[src/verilog/cache_pkg.sv]
package cache_pkg;

    // word address split into tag and set index
    localparam int addr_w  = 10;
    localparam int index_w = 2;
    localparam int tag_w   = addr_w - index_w;
    localparam int num_sets = 1 << index_w;

    // one-hot way vectors are num_ways wide
    localparam int num_ways = 4;
    localparam int way_w    = $clog2(num_ways);

    localparam int data_w = 16;

    // backing memory
    localparam int mem_words   = 1 << addr_w;
    localparam int mem_latency = 3;

    // write queue in front of memory
    localparam int sb_depth = 2;

    // controller states
    localparam logic st_idle   = 1'b0;
    localparam logic st_refill = 1'b1;

endpackage
[src/verilog/cache_ctrl.sv]
`timescale 1ns/100ps

module cache_ctrl (
    input  logic                           clk,
    input  logic                           reset,
    input  logic                           req_valid,
    input  logic                           req_write,
    input  logic [cache_pkg::addr_w-1:0]   req_addr,
    input  logic [cache_pkg::data_w-1:0]   req_wdata,
    output logic                           resp_valid,
    output logic [cache_pkg::data_w-1:0]   resp_rdata,
    output logic                           busy,
    input  logic                           sb_full,
    output logic                           sb_push,
    input  logic [cache_pkg::num_ways-1:0] hit,
    input  logic [cache_pkg::num_ways-1:0] victim,
    output logic                           tag_we,
    output logic [cache_pkg::num_ways-1:0] way_sel,
    output logic                           fill,
    output logic [cache_pkg::num_ways-1:0] way_we,
    output logic [cache_pkg::data_w-1:0]   dwdata,
    input  logic [cache_pkg::data_w-1:0]   drdata,
    output logic                           rf_req,
    output logic [cache_pkg::addr_w-1:0]   rf_addr,
    input  logic                           rf_gnt,
    input  logic                           mem_done,
    input  logic [cache_pkg::data_w-1:0]   mem_rdata,
    output logic [cache_pkg::index_w-1:0]  index,
    output logic [cache_pkg::tag_w-1:0]    tag_in
);
    import cache_pkg::*;

    logic              state;
    logic [addr_w-1:0] miss_addr;
    logic              read_acc;
    logic              write_acc;
    logic              refill_done;
    logic [addr_w-1:0] look_addr;

    assign read_acc    = req_valid && !req_write && (state == st_idle);
    assign write_acc   = req_valid && req_write && (state == st_idle);
    assign refill_done = (state == st_refill) && rf_gnt && mem_done;

    // lookups use the held miss address while refilling
    assign look_addr = (state == st_refill) ? miss_addr : req_addr;
    assign index     = look_addr[index_w-1:0];
    assign tag_in    = look_addr[addr_w-1:index_w];

    assign rf_req  = (state == st_refill);
    assign rf_addr = miss_addr;
    assign busy    = (state == st_refill) || sb_full;
    assign sb_push = write_acc;

    // refill lands in the round-robin victim
    assign tag_we  = refill_done;
    assign way_sel = victim;
    assign fill    = refill_done;
    assign dwdata  = refill_done ? mem_rdata : req_wdata;

    always_comb begin
        if (refill_done) begin
            way_we = victim;
        end else if (write_acc) begin
            way_we = hit;
        end else begin
            way_we = '0;
        end
    end

    always_ff @(posedge clk) begin
        if (reset) begin
            state      <= st_idle;
            resp_valid <= 1'b0;
        end else begin
            resp_valid <= 1'b0;
            case (state)
                st_idle: begin
                    if (write_acc || (read_acc && (|hit))) begin
                        resp_valid <= 1'b1;
                    end else if (read_acc) begin
                        state <= st_refill;
                    end
                end
                default: begin
                    if (refill_done) begin
                        state      <= st_idle;
                        resp_valid <= 1'b1;
                    end
                end
            endcase
        end
    end

    always_ff @(posedge clk) begin
        if (read_acc && !(|hit)) begin
            miss_addr <= req_addr;
        end
        // hit data now, refill word straight from memory
        if (read_acc) begin
            resp_rdata <= drdata;
        end else if (refill_done) begin
            resp_rdata <= mem_rdata;
        end
    end

endmodule

[config.mk]
export PLATFORM = sky130hd
export DESIGN_NAME = cache_ctrl
export DESIGN_NICKNAME = d
export VERILOG_FILES = /design/src/verilog/cache_pkg.sv /design/src/verilog/cache_ctrl.sv
export SDC_FILE = /design/constraint.sdc
export NUM_CORES = 1
export LEC_CHECK = 0
export BUFFER_PORTS_ARGS = -buffer_cell sky130_fd_sc_hd__buf_2
export CAP_MARGIN = 10
export CORE_MARGIN = 4
export CORE_UTILIZATION = 25
export DETAILED_ROUTE_END_ITERATION = 8
export PLACE_DENSITY = 0.69
export SKIP_CTS_REPAIR_TIMING = 1
export SYNTH_ARGS = -nofsm -noshare
export SYNTH_HDL_FRONTEND = slang
export SYNTH_SLANG_ARGS = --single-unit
[constraint.sdc]
create_clock -name clk -period 4.5 [get_ports clk]
set_clock_uncertainty 0.15 [all_clocks]
set_input_delay 0 -clock clk [delete_from_list [all_inputs] [get_ports clk]]
set_output_delay 0 -clock clk [all_outputs]
set_load 0.02 [all_outputs]
; Word-level counts from Yosys, hierarchy flattened
; Index checks and enable logic that the tools add are counted.
[totals]
reg_bits = 28
inputBits = 73
out_inout_bits = 66
word_cells = 32
[op_classes]
mux = 13
n_bitwise = 1
n_reduce_logical = 14
[ops]
columns = operator, n
row1 = two-way mux 16 bit, 3
row2 = two-way mux 10 bit, 1
row3 = logical AND 1 bit, 8
row4 = two-way mux 4 bit, 2
row5 = two-way mux 1 bit, 7
row6 = OR reduction 4 bit, 1
row7 = logical NOT 1 bit, 2
row8 = logical OR 1 bit, 2
row9 = nonzero test 2 bit, 1
row10 = NOT 1 bit, 1

; Longest topological paths before layout
; Gate-level depths: netlist (run 1).
[logic_depth]
depth_word = 7
mapped_depth = 6
ltp_nobuf = 4

; Worst setup path before layout (run 1)
; OpenSTA, ideal clock, no wires.
[synth_path]
path_type = register -> register
from = register state (netlist: rf_req)
to = register miss_addr[0] (netlist: rf_addr[0]), enable pin
setup_time_ns = 0.378
t_arrival_ns = 1.414
required_ns = 3.972
slack_ns = 2.559
stages_incl_launch_ff = 4
synth_period_minus_slack_ns = 1.941
cell_sequence = dfxtp_1 > buf_6 > or3b_1 > nor2_1
[synth_via]
elab_chain_cells = 3
[synth_rtl]
columns = item, line
row1 = "start, declared", cache_ctrl.sv:33  ; logic state;
row2 = "start signal, assigned", cache_ctrl.sv:72  ; state <= st_idle;
row3 = "start signal, assigned", cache_ctrl.sv:81  ; state <= st_refill;
row4 = "start signal, assigned", cache_ctrl.sv:86  ; state <= st_idle;
row5 = NOT 1 bit, -
row6 = logical AND 1 bit, cache_ctrl.sv:40  ; assign read_acc = req_valid && !req_write && (state == st_idle);
row7 = logical AND 1 bit, cache_ctrl.sv:95  ; if (read_acc && !(|hit)) begin
row8 = "end signal, assigned", cache_ctrl.sv:96  ; miss_addr <= req_addr;
row9 = "end, declared", cache_ctrl.sv:34  ; logic [addr_w-1:0] miss_addr;
; No other way between the ends.
; A chain may end at the register's enable or synchronous reset.

; Final worst setup path (run 1)
[layout_path]
from = register state (netlist: rf_req)
to = output port way_we[3] in the netlist's numbering
[layout_via]
elab_chain_cells = 4
elab_cells_between_ends = 6
cone_classes = mux: 2 / bitwise: 1 / reduce/logical: 3
[layout_rtl]
columns = item, line
row1 = NOT 1 bit, -
row2 = logical AND 1 bit, cache_ctrl.sv:41  ; assign write_acc = req_valid && req_write && (state == st_idle);
row3 = two-way mux 4 bit, cache_ctrl.sv:63  ; end else if (write_acc) begin
row4 = two-way mux 4 bit (*), cache_ctrl.sv:61  ; if (refill_done) begin
row5 = "end, declared", cache_ctrl.sv:20  ; output logic [cache_pkg::num_ways-1:0] way_we,
; Mark *: on every way between the ends. The rest lies on a longest branch, timed or not.

==> flow_summary.yaml, run 1 <==
timing:
  min_period_over_period: 0.6333
  tns_ns: 0
  clock.fmax_mhz: 350.9
  rsz0062_at_grt: "no"
  setup_viol: 0
  drv_slew: 0
  max-slew-margin-rel: 0.3985
  worst-slew-pin-transition_ns: 0.9013
  worst_slack_ns: 1.650
  min_period_ns: 2.850
  hold_viol: 0
detailed_routing:
  wl_met3_um: 469
  wl_met2_um: 2674
  ant_nets: 0
  drt-met1-wl_um: 1951
  viasPerCell: 4.299
  first_pass_iters: 4
  vias: 1638
  wl_per_cell_um: 13.44
  drt_iter0_drc: 89
  highest_layer: "met4"
  wl_um: 5120
  drc_errors: 0
cells_and_area:
  finalNetCount: 380
  areaGrowthSynthToFinish_pct: 80.96
  drive_gt1_frac: 0.5621
  instances_no_fill: 381
  n_antenna_cell: 0
critical_path:
  r2r_end: "resp_rdata[5]$_DFFE_PP_"
  critPathMaxStageDelay_ns: 0.78
  worstReg2RegStart: "rf_req$_SDFF_PP0_"
  cp_slowest_cell: "dfxtp_1"
  cp.arrival_ns: 2.70
  startpoint: "rf_req$_SDFF_PP0_"
  cp_cell_sequence: "nand3_2 > inv_1 > a22o_1 > buf_2"
  cp-end-kind: "primary output"
  r2r_cells: 3
  reg2reg_slack_ns: 1.75
  cp-start-kind: "flop"
  path_class: "reg2out"
  cp_max_fo: 23
  cp.required_ns: 4.35
power_and_ir_drop:
  p_comb_frac: 0.252
  p_per_area_nw_per_um2: 242.3
  power_frac_seq: 0.450
  p_switching_uw: 159.4
  clkPwrFrac: 0.297
  p_int_uw: 503.4
  max-vdd-ir-drop_v: 0.0001692
  p_leak_uw: 0.001326
  switching_share: 0.2405
min_path:
  hp-start: "hit[3]"
  hold_path_end: "resp_valid$_SDFF_PP0_"
  hp-class: "in2reg"
  holdPathStages: 4
grt:
  antenna_found_initial: 0
  grt_max_degree: 24
  grt_pass1_vias: 1450
  grt_pass1_wl_um: 6906
  grt_usage: 0.1204
  overflow: 0
logic_synthesis:
  synth.cell_area_sq_um: 1511
  yosysUniqueCellTypes: 20
  yosysMostFrequentCell: "nand2_1"
  yosys.area.top_type: "edfxtp_1"
  synthArstFlopShare: 0
  ys_top_cells_by_area: "edfxtp_1, mux2_2, nand2_1"
  ys_warn_count: 0
  yosysTopAreaCellShare: 0.5166
  yosys-top-cells-count: "nand2_1, edfxtp_1, mux2_2, buf_4, a22o_1"
  ys_seq_area_frac: 0.5430
  synth.avg_cell_area_sq_um: 11.54
  syn_nets: 204
  synth_edf_count: 26
  ys_seq_elements: 28
  synth_ff_type: "edfxtp_1"
  synth_cells: 131
cts:
  clk_latency_ns: 0.27
  h-tree-depth: 1
  clk_pin_slew_ns: 0.09
  cts_tree: "yes"
  cts-root-buf: "clkbuf_8"
  cts.sinks: 28
  numCtsBuffers: 3
  clk_path_buf_depth: 2
placement:
  globalplace.congestion: 0.7704
  hpwl_um: 3667
  io_buffers: 138
  dp.cells: 332
  dp_slack_ns: 1.898
floorplanning:
  die_w_um: 85.76
  start_util: 0.2568
  dieArea_sq_um: 7354
  pin_count: 139
  rows: 28
  die_h_um: 85.76
  fp.coreArea_sq_um: 5886
status:
  status: "finished, final reports clean"
flow_run:
  drv_cap: 0
==> critical path: cells and delay by family (launching register included) <==
kind                   cells  cell delay, ns
and+or+nand+nor            1            0.51
DFF                        1            0.78
buffers and inverters      2            0.87
AOI/OAI and AO/OA          1            0.25
==> layout by cell type (no fill, tap or decap), drive strengths merged <==
cell type and n:
inv 1, dfxtp 2, nand3 1, a22o 4, a211oi 1, nor3b 1, nand2 49, or3b 1
mux2 26, bufinv 1, edfxtp 26, o21ba 1, a21boi 1, or4 1, clkbuf 3, nor2 2
dlygate4sd3 45, or2 1, and3b 1, buf 138
==> registers in the layout, indices dropped and copies added (netlist names) <==
name / count
resp_rdata: 16
resp_valid: 1
rf_req: 1
rf_addr: 10
==> final cells by class <==
cell class                      count  area, sq um
Timing Repair Buffer              183         1141
Multi-Input combinational cell     90        604.3
Clock inverter                      1        30.03
Sequential cell                    28        820.8
Fill cell                         572         3151
Tap cell                           75        93.84
Inverter                            1        3.754
Clock buffer                        3        41.29
==> stage by stage <==
step	utilization	hold slack (ns)	area, sq um	power [uW]
finish	0.4647	0.01640	2735	662.8
global placement	0.3761	0.02492	2213	435.5
global route	0.4647	0.04272	2735	697.1
detailed placement	0.3761	0.02237	2213	437.3
CTS	0.3882	-0.2785	2285	638.7
floorplan	-	-0.07762	1511	376.4
==> power groups by stage <==
stage / Sequential [uW] / Clock [uW] / Combinational (uW)
2_1_floorplan: 315 / 0 / 61.0
3_3_place_gp: 304 / 0 / 132
3_5_place_dp: 304 / 0 / 133
4_1_cts: 299 / 207 / 133
5_1_grt: 299 / 216 / 182
6_report: 298 / 197 / 167
==> per-layer routing <==
metal	up-vias	track usage
met5	-	0
met4	0	0.02734
met3	2	0.03746
met2	94	0.2147
met1	736	0.1411
li1	806	-
==> worst max-delay path by stage <==
stage                                     to  slack [ns]  cells past startpoint
finish                             way_we[3]        1.65                      4
global route                       way_we[3]        1.33                      4
CTS                                way_we[1]        1.58                      4
detailed placement                 way_we[1]        1.90                      4
global placement    resp_rdata[12]$_DFFE_PP_        1.99                      2
floorplan               rf_addr[0]$_DFFE_PP_        2.56                      3
==> logic make-up (layout without fill, tap and decap cells) <==
kind of cell           Yosys count  in the layout  share of synthesized area
flip-flops                      28             28                     0.5430
AO/OA/AOI/OAI                    7              7                    0.03974
buffers and inverters           13            188                    0.05712
AND/OR/NAND/NOR                 57             57                     0.1664
multiplexers                    26             26                     0.1937
No activity file was read; power rests on OpenSTA's default activity.
==> inputs of run 2 (changes only) <==
--- a/config.mk
+++ b/config.mk
@@ -5,6 +5,7 @@
 export SDC_FILE = /design/constraint.sdc
 export NUM_CORES = 1
 export LEC_CHECK = 0
+export ABC_AREA = 1
 export BUFFER_PORTS_ARGS = -buffer_cell sky130_fd_sc_hd__buf_2
 export CAP_MARGIN = 10
 export CORE_MARGIN = 4
==> constraint.sdc (replaced) <==
create_clock -name clk -period 2.7 [get_ports clk]
set_clock_uncertainty 0.15 [all_clocks]
set_input_delay 0 -clock clk [delete_from_list [all_inputs] [get_ports clk]]
set_output_delay 0 -clock clk [all_outputs]
set_load 0.02 [all_outputs]
==> run 2 against run 1 <==
  * The flow now finishes with violations (hold timing)
  * Power grew 51%
  * Sequential power is 67% higher
  * Critical path depth rose by 1
  * Die area grew 0.90%
  * Core utilization down 1.2 points
  * Synthesized cell count is 42% higher
  * First-iteration DRC count down 28%
  * Clock power up 14%
  * Final cell count up 13%
  * Non-clock buffer count down 3
  * Cell area decreased by 2.1%
  * Critical endpoint is now resp_rdata[11]$_DFFE_PP_
==> flow_summary.yaml, run 2 <==
grt:
  grt_max_degree: 33
  grt_pass1_vias: 1481
  antenna_found_initial: 0
  overflow: 0
  grt_usage: 0.1148
  grt_pass1_wl_um: 6768
logic_synthesis:
  synth.cell_area_sq_um: 1526
  ys_seq_area_frac: 0.5377
  yosys-top-cells-count: "nand2_1, edfxtp_1, inv_1, o21ai_0, o21ai_1"
  yosys.area.top_type: "edfxtp_1"
  synthArstFlopShare: 0
  synth_edf_count: 26
  ys_warn_count: 0
  ys_top_cells_by_area: "edfxtp_1, nand2_1, o21ai_0"
  syn_nets: 259
  synth_ff_type: "edfxtp_1"
  yosysMostFrequentCell: "nand2_1"
  yosysUniqueCellTypes: 19
  ys_seq_elements: 28
  yosysTopAreaCellShare: 0.5115
  synth.avg_cell_area_sq_um: 8.207
  synth_cells: 186
critical_path:
  worstReg2RegStart: "rf_req$_SDFF_PP0_"
  path_class: "reg2reg"
  cp.arrival_ns: 2.37
  cp_max_fo: 32
  cp.required_ns: 2.58
  r2r_cells: 5
  r2r_end: "resp_rdata[11]$_DFFE_PP_"
  cp-end-kind: "flop"
  reg2reg_slack_ns: 0.21
  cp-start-kind: "flop"
detailed_routing:
  drt_iter0_drc: 64
  ant_nets: 0
  first_pass_iters: 4
  viasPerCell: 4.088
  wl_um: 5162
  drc_errors: 0
  vias: 1766
  wl_per_cell_um: 11.95
floorplanning:
  pin_count: 139
  dieArea_sq_um: 7420
  fp.coreArea_sq_um: 5921
  die_h_um: 86.14
  die_w_um: 86.14
  rows: 28
  start_util: 0.2578
cts:
  cts-root-buf: "clkbuf_8"
  cts.sinks: 28
  clk_latency_ns: 0.26
  cts_tree: "yes"
  h-tree-depth: 1
  clk_pin_slew_ns: 0.09
  clk_path_buf_depth: 2
  numCtsBuffers: 3
cells_and_area:
  postLayoutCoreUtil: 0.4525
  areaGrowthSynthToFinish_pct: 75.49
  multi_input_area_sq_um: 545.5
  final_common_cell: "buf_2"
  final_cell_mix: "buf_2, nand2_1, dlygate4sd3_1"
  finalNetCount: 431
  drive_gt1_frac: 0.4202
  fillCellCount: 600
  seqCellArea_sq_um: 820.8
  instances_no_fill: 432
  n_antenna_cell: 0
  largest_reg_flops: 16
  largest-register: "resp_rdata"
timing:
  hold_viol: 5
  min_period_ns: 2.493
  holdWs_ns: -0.05207
  max-slew-margin-rel: 0.6167
  min_period_over_period: 0.9235
  drv_slew: 0
  clock.fmax_mhz: 401.1
  setup_viol: 0
  worst-slew-pin-transition_ns: 0.5737
min_path:
  hp-class: "in2reg"
  hold_path_end: "resp_rdata[4]$_DFFE_PP_"
  holdPathStages: 3
  hp-start: "mem_rdata[4]"
placement:
  dp.cells: 389
  hpwl_um: 3870
  globalplace.congestion: 0.7850
  io_buffers: 138
flow_run:
  drv_cap: 0
status:
  violations: "hold timing"
  status: "finished with violations"
power_and_ir_drop:
  max-vdd-ir-drop_v: 0.0001840
  p_per_area_nw_per_um2: 374.8
  p_leak_uw: 0.001422
-- run 2: logic make-up (layout without fill, tap and decap cells) --
family / Yosys count / count (layout) / share of synthesized area
AO/OA/AOI/OAI: 31 / 31 / 0.1016
buffers and inverters: 31 / 202 / 0.1049
flip-flops: 28 / 28 / 0.5377
AND/OR/NAND/NOR: 96 / 96 / 0.2557
-- run 2: final cells by class --
type | instances | area share
inverter | 18 | 0.02616
sequential | 28 | 0.3064
tap | 75 | 0.03503
multi-input combinational | 127 | 0.2036
timing repair buffer | 180 | 0.4120
clock buffer | 4 | 0.01681
-- run 2: metal layers --
layer,track usage,up-vias,wire length [um]
met3,0.02113,2,323
li1,-,931,-
met4,0.04460,0,40
met2,0.2081,63,2816
met5,0,-,0
met1,0.1324,770,1981
-- run 2: per-stage QoR --
step	setup TNS, ns	hold WS, ns	setup slack, ns	power [uW]	area [sq um]
global route	-0.01506	0.006588	-0.01506	1056	2679
detailed placement	0	0.04024	0.6974	737.8	2243
CTS	0	-0.2441	0.6378	961.0	2288
global placement	0	0.04092	0.7804	734.7	2243
floorplan	0	-0.08093	0.7821	631.2	1526
finish	0	-0.05207	0.2066	1004	2679
-- run 2: worst max-delay path, stage by stage (launching register included) --
cell and delay, ns:
dfxtp_1 0.47, inv_2 0.32, nand2_2 0.10, nor2_4 0.46, o21ai_0 0.16, dlygate4sd3_1 0.58
-- run 2: worst max path at each step --
| stage | slack (ns) | from | cells after the start | endpoint |
|---|---|---|---|---|
| after global routing | -0.02 | rf_req$_SDFF_PP0_ | 5 | resp_rdata[13]$_DFFE_PP_ |
| after CTS | 0.64 | rf_req$_SDFF_PP0_ | 5 | dwdata[14] |
| final | 0.21 | rf_req$_SDFF_PP0_ | 5 | resp_rdata[11]$_DFFE_PP_ |
| after detailed placement | 0.70 | rf_req$_SDFF_PP0_ | 5 | resp_rdata[15]$_DFFE_PP_ |
| after global placement | 0.78 | rf_req$_SDFF_PP0_ | 5 | resp_rdata[0]$_DFFE_PP_ |
| after floorplan | 0.78 | rf_req$_SDFF_PP0_ | 5 | resp_rdata[0]$_DFFE_PP_ |
-- run 2: where the power goes --
group / switching, uW / internal [uW]
sequential: 4.45 / 494
combinational: 147 / 134
clock: 120 / 105
==> inputs of run 3 (changes only) <==
--- a/config.mk
+++ b/config.mk
@@ -11,7 +11,9 @@
 export CORE_MARGIN = 4
 export CORE_UTILIZATION = 25
 export DETAILED_ROUTE_END_ITERATION = 8
+export HOLD_SLACK_MARGIN = 0.1
 export PLACE_DENSITY = 0.69
+export REMOVE_ABC_BUFFERS = 1
 export SKIP_CTS_REPAIR_TIMING = 1
 export SYNTH_ARGS = -nofsm -noshare
 export SYNTH_HDL_FRONTEND = slang
==> run 3 against run 2 <==
  * The flow now finishes without violations
  * Clock-buffer cell count is 1 lower
  * Worst setup slack worse by 0.060 ns
  * Core utilization is 1.7 points higher
  * Fmax is 2.4% lower
  * Sequential power hardly changed
  * Critical path depth is 4 higher
  * Combinational power is 4% higher
  * Cell area is 3.8% higher
  * Final cell count is 2.3% higher
  * Critical path type is now in2reg
  * Critical endpoint is now resp_valid$_SDFF_PP0_
  * Highest routed layer unchanged
==> flow_summary.yaml, run 3 (synthesis gave the netlist of run 2 again) <==
timing:
  setup_viol: 0
  worst-slew-pin-transition_ns: 0.5451
  rsz0062_at_grt: "no"
  clock.fmax_mhz: 391.6
  drv_slew: 0
  tns_ns: 0
  hold_viol: 0
  min_period_over_period: 0.9458
  min_period_ns: 2.554
  max-slew-margin-rel: 0.6357
placement:
  io_buffers: 138
  globalplace.congestion: 0.7304
  hpwl_um: 3731
power_and_ir_drop:
  p_int_uw: 741.1
  p_switching_uw: 275.4
  clkPwrFrac: 0.221
  p_leak_uw: 0.001462
  power_frac_seq: 0.491
  max-vdd-ir-drop_v: 0.0001884
  switching_share: 0.2709
  p_comb_frac: 0.288
  p_per_area_nw_per_um2: 365.4
cts:
  cts_tree: "yes"
  clk_path_buf_depth: 2
  clk_pin_slew_ns: 0.09
  numCtsBuffers: 3
  cts.sinks: 28
  cts-root-buf: "clkbuf_8"
  h-tree-depth: 1
  clk_latency_ns: 0.26
grt:
  grt_pass1_vias: 1496
  grt_usage: 0.1117
  grt_pass1_wl_um: 6513
  antenna_found_initial: 0
  overflow: 0
  grt_max_degree: 33
critical_path:
  cp-end-kind: "flop"
  cp_max_fo: 2
  path_class: "in2reg"
  cp.required_ns: 2.71
  cp_cell_sequence: "dlygate4sd3_1 > buf_2 > nor2_1 > dlygate4sd3_1 > nand2_1 > dlygate4sd3_1 > nand2_1 > dlygate4sd3_1 > a21oi_1"
  cp.arrival_ns: 2.57
  critPathMaxStageDelay_ns: 0.56
  crit_top_cell: "dlygate4sd3_1"
  cp.buffers_inverters: 5
  crit_family: "buffers and inverters"
  cp_slowest_cell: "dlygate4sd3_1"
  cp-start-kind: "input port"
min_path:
  hp-class: "in2reg"
floorplanning:
  start_util: 0.2578
  fp.coreArea_sq_um: 5921
  die_h_um: 86.14
  dieArea_sq_um: 7420
  rows: 28
  pin_count: 139
  die_w_um: 86.14
flow_run:
  drv_cap: 0
detailed_routing:
  drt_iter0_drc: 22
  first_pass_iters: 4
  drc_errors: 0
  ant_nets: 0
  viasPerCell: 4.143
  wl_per_cell_um: 11.24
  vias: 1831
  wl_um: 4969
status:
  status: "finished, final reports clean"
cells_and_area:
  finalNetCount: 441
  areaGrowthSynthToFinish_pct: 82.21
  final_cell_mix: "buf_2, nand2_1, dlygate4sd3_1"
  drive_gt1_frac: 0.4060
  final_common_cell: "buf_2"
  largest-register: "resp_rdata"
  fillCellCount: 565
  n_antenna_cell: 0
  largest_reg_flops: 16
  postLayoutCoreUtil: 0.4698
==> run 3: cell types whose count changed in the layout (fill, tap and decap cells not counted) <==
cell	previous run	this run
dlygate4sd3_1	39	50
buf_4	3	2
clkbuf_1	1	0
clkinv_1	0	1
==> run 3: final timing paths <==
check / slack, ns / end / start / cells past startpoint
max: 0.15 / resp_valid$_SDFF_PP0_ / hit[3] / 9
min: 0.08 / resp_valid$_SDFF_PP0_ / req_write / 5
max reg2reg: 0.25 / resp_rdata[1]$_DFFE_PP_ / rf_req$_SDFF_PP0_ / 5
min reg2reg: 0.89 / resp_valid$_SDFF_PP0_ / rf_req$_SDFF_PP0_ / 3
==> run 3: power by group through the flow <==
stage               registers (uW)  clock network (uW)  logic (uW)
finish                         499                 225         293
global route                   501                 263         320
CTS                            499                 234         228
detailed placement             509                   0         228
global placement               509                   0         225
floorplan                      528                   0        91.0
==> run 3: cell type report <==
class | count | area, sq um | share of cell area
clock buffers | 3 | 41.29 | 0.01484
clock inverters | 1 | 3.754 | 0.001350
inverters | 18 | 70.07 | 0.02519
multi-input cells | 127 | 545.5 | 0.1961
flip-flops and latches | 28 | 820.8 | 0.2951
well taps | 75 | 93.84 | 0.03374
repair buffers | 190 | 1206 | 0.4336
==> run 3: per-stage QoR <==
stage                     power [uW]  std cells  setup slack (ns)  hold slack, ns  area (sq um)
after floorplan                619.4        173            0.4831         -0.1500          1436
after global placement         733.2        388            0.7368         0.02668          2236
after detailed placement       736.9        388            0.6413         0.03068          2236
after CTS                      961.1        392            0.6322         -0.2584          2281
after global routing            1083        442           0.02040         0.09905          2781
final                           1016        442            0.1462         0.07586          2781
==> run 3: worst reg2reg max path, delay by kind of cell, from the launching register on <==
kind	cells	cell delay (ns)
AOI/OAI and AO/OA	1	0.15
buffers and inverters	2	0.90
DFF	1	0.46
and+or+nand+nor	2	0.55
==> run 3: per-layer routing <==
metal | up-vias | GRT usage | routed length (um)
li1 | 950 | - | -
met1 | 790 | 0.1279 | 1848
met2 | 89 | 0.1941 | 2559
met3 | 2 | 0.03650 | 527
met4 | 0 | 0.03885 | 34
met5 | - | 0 | 0
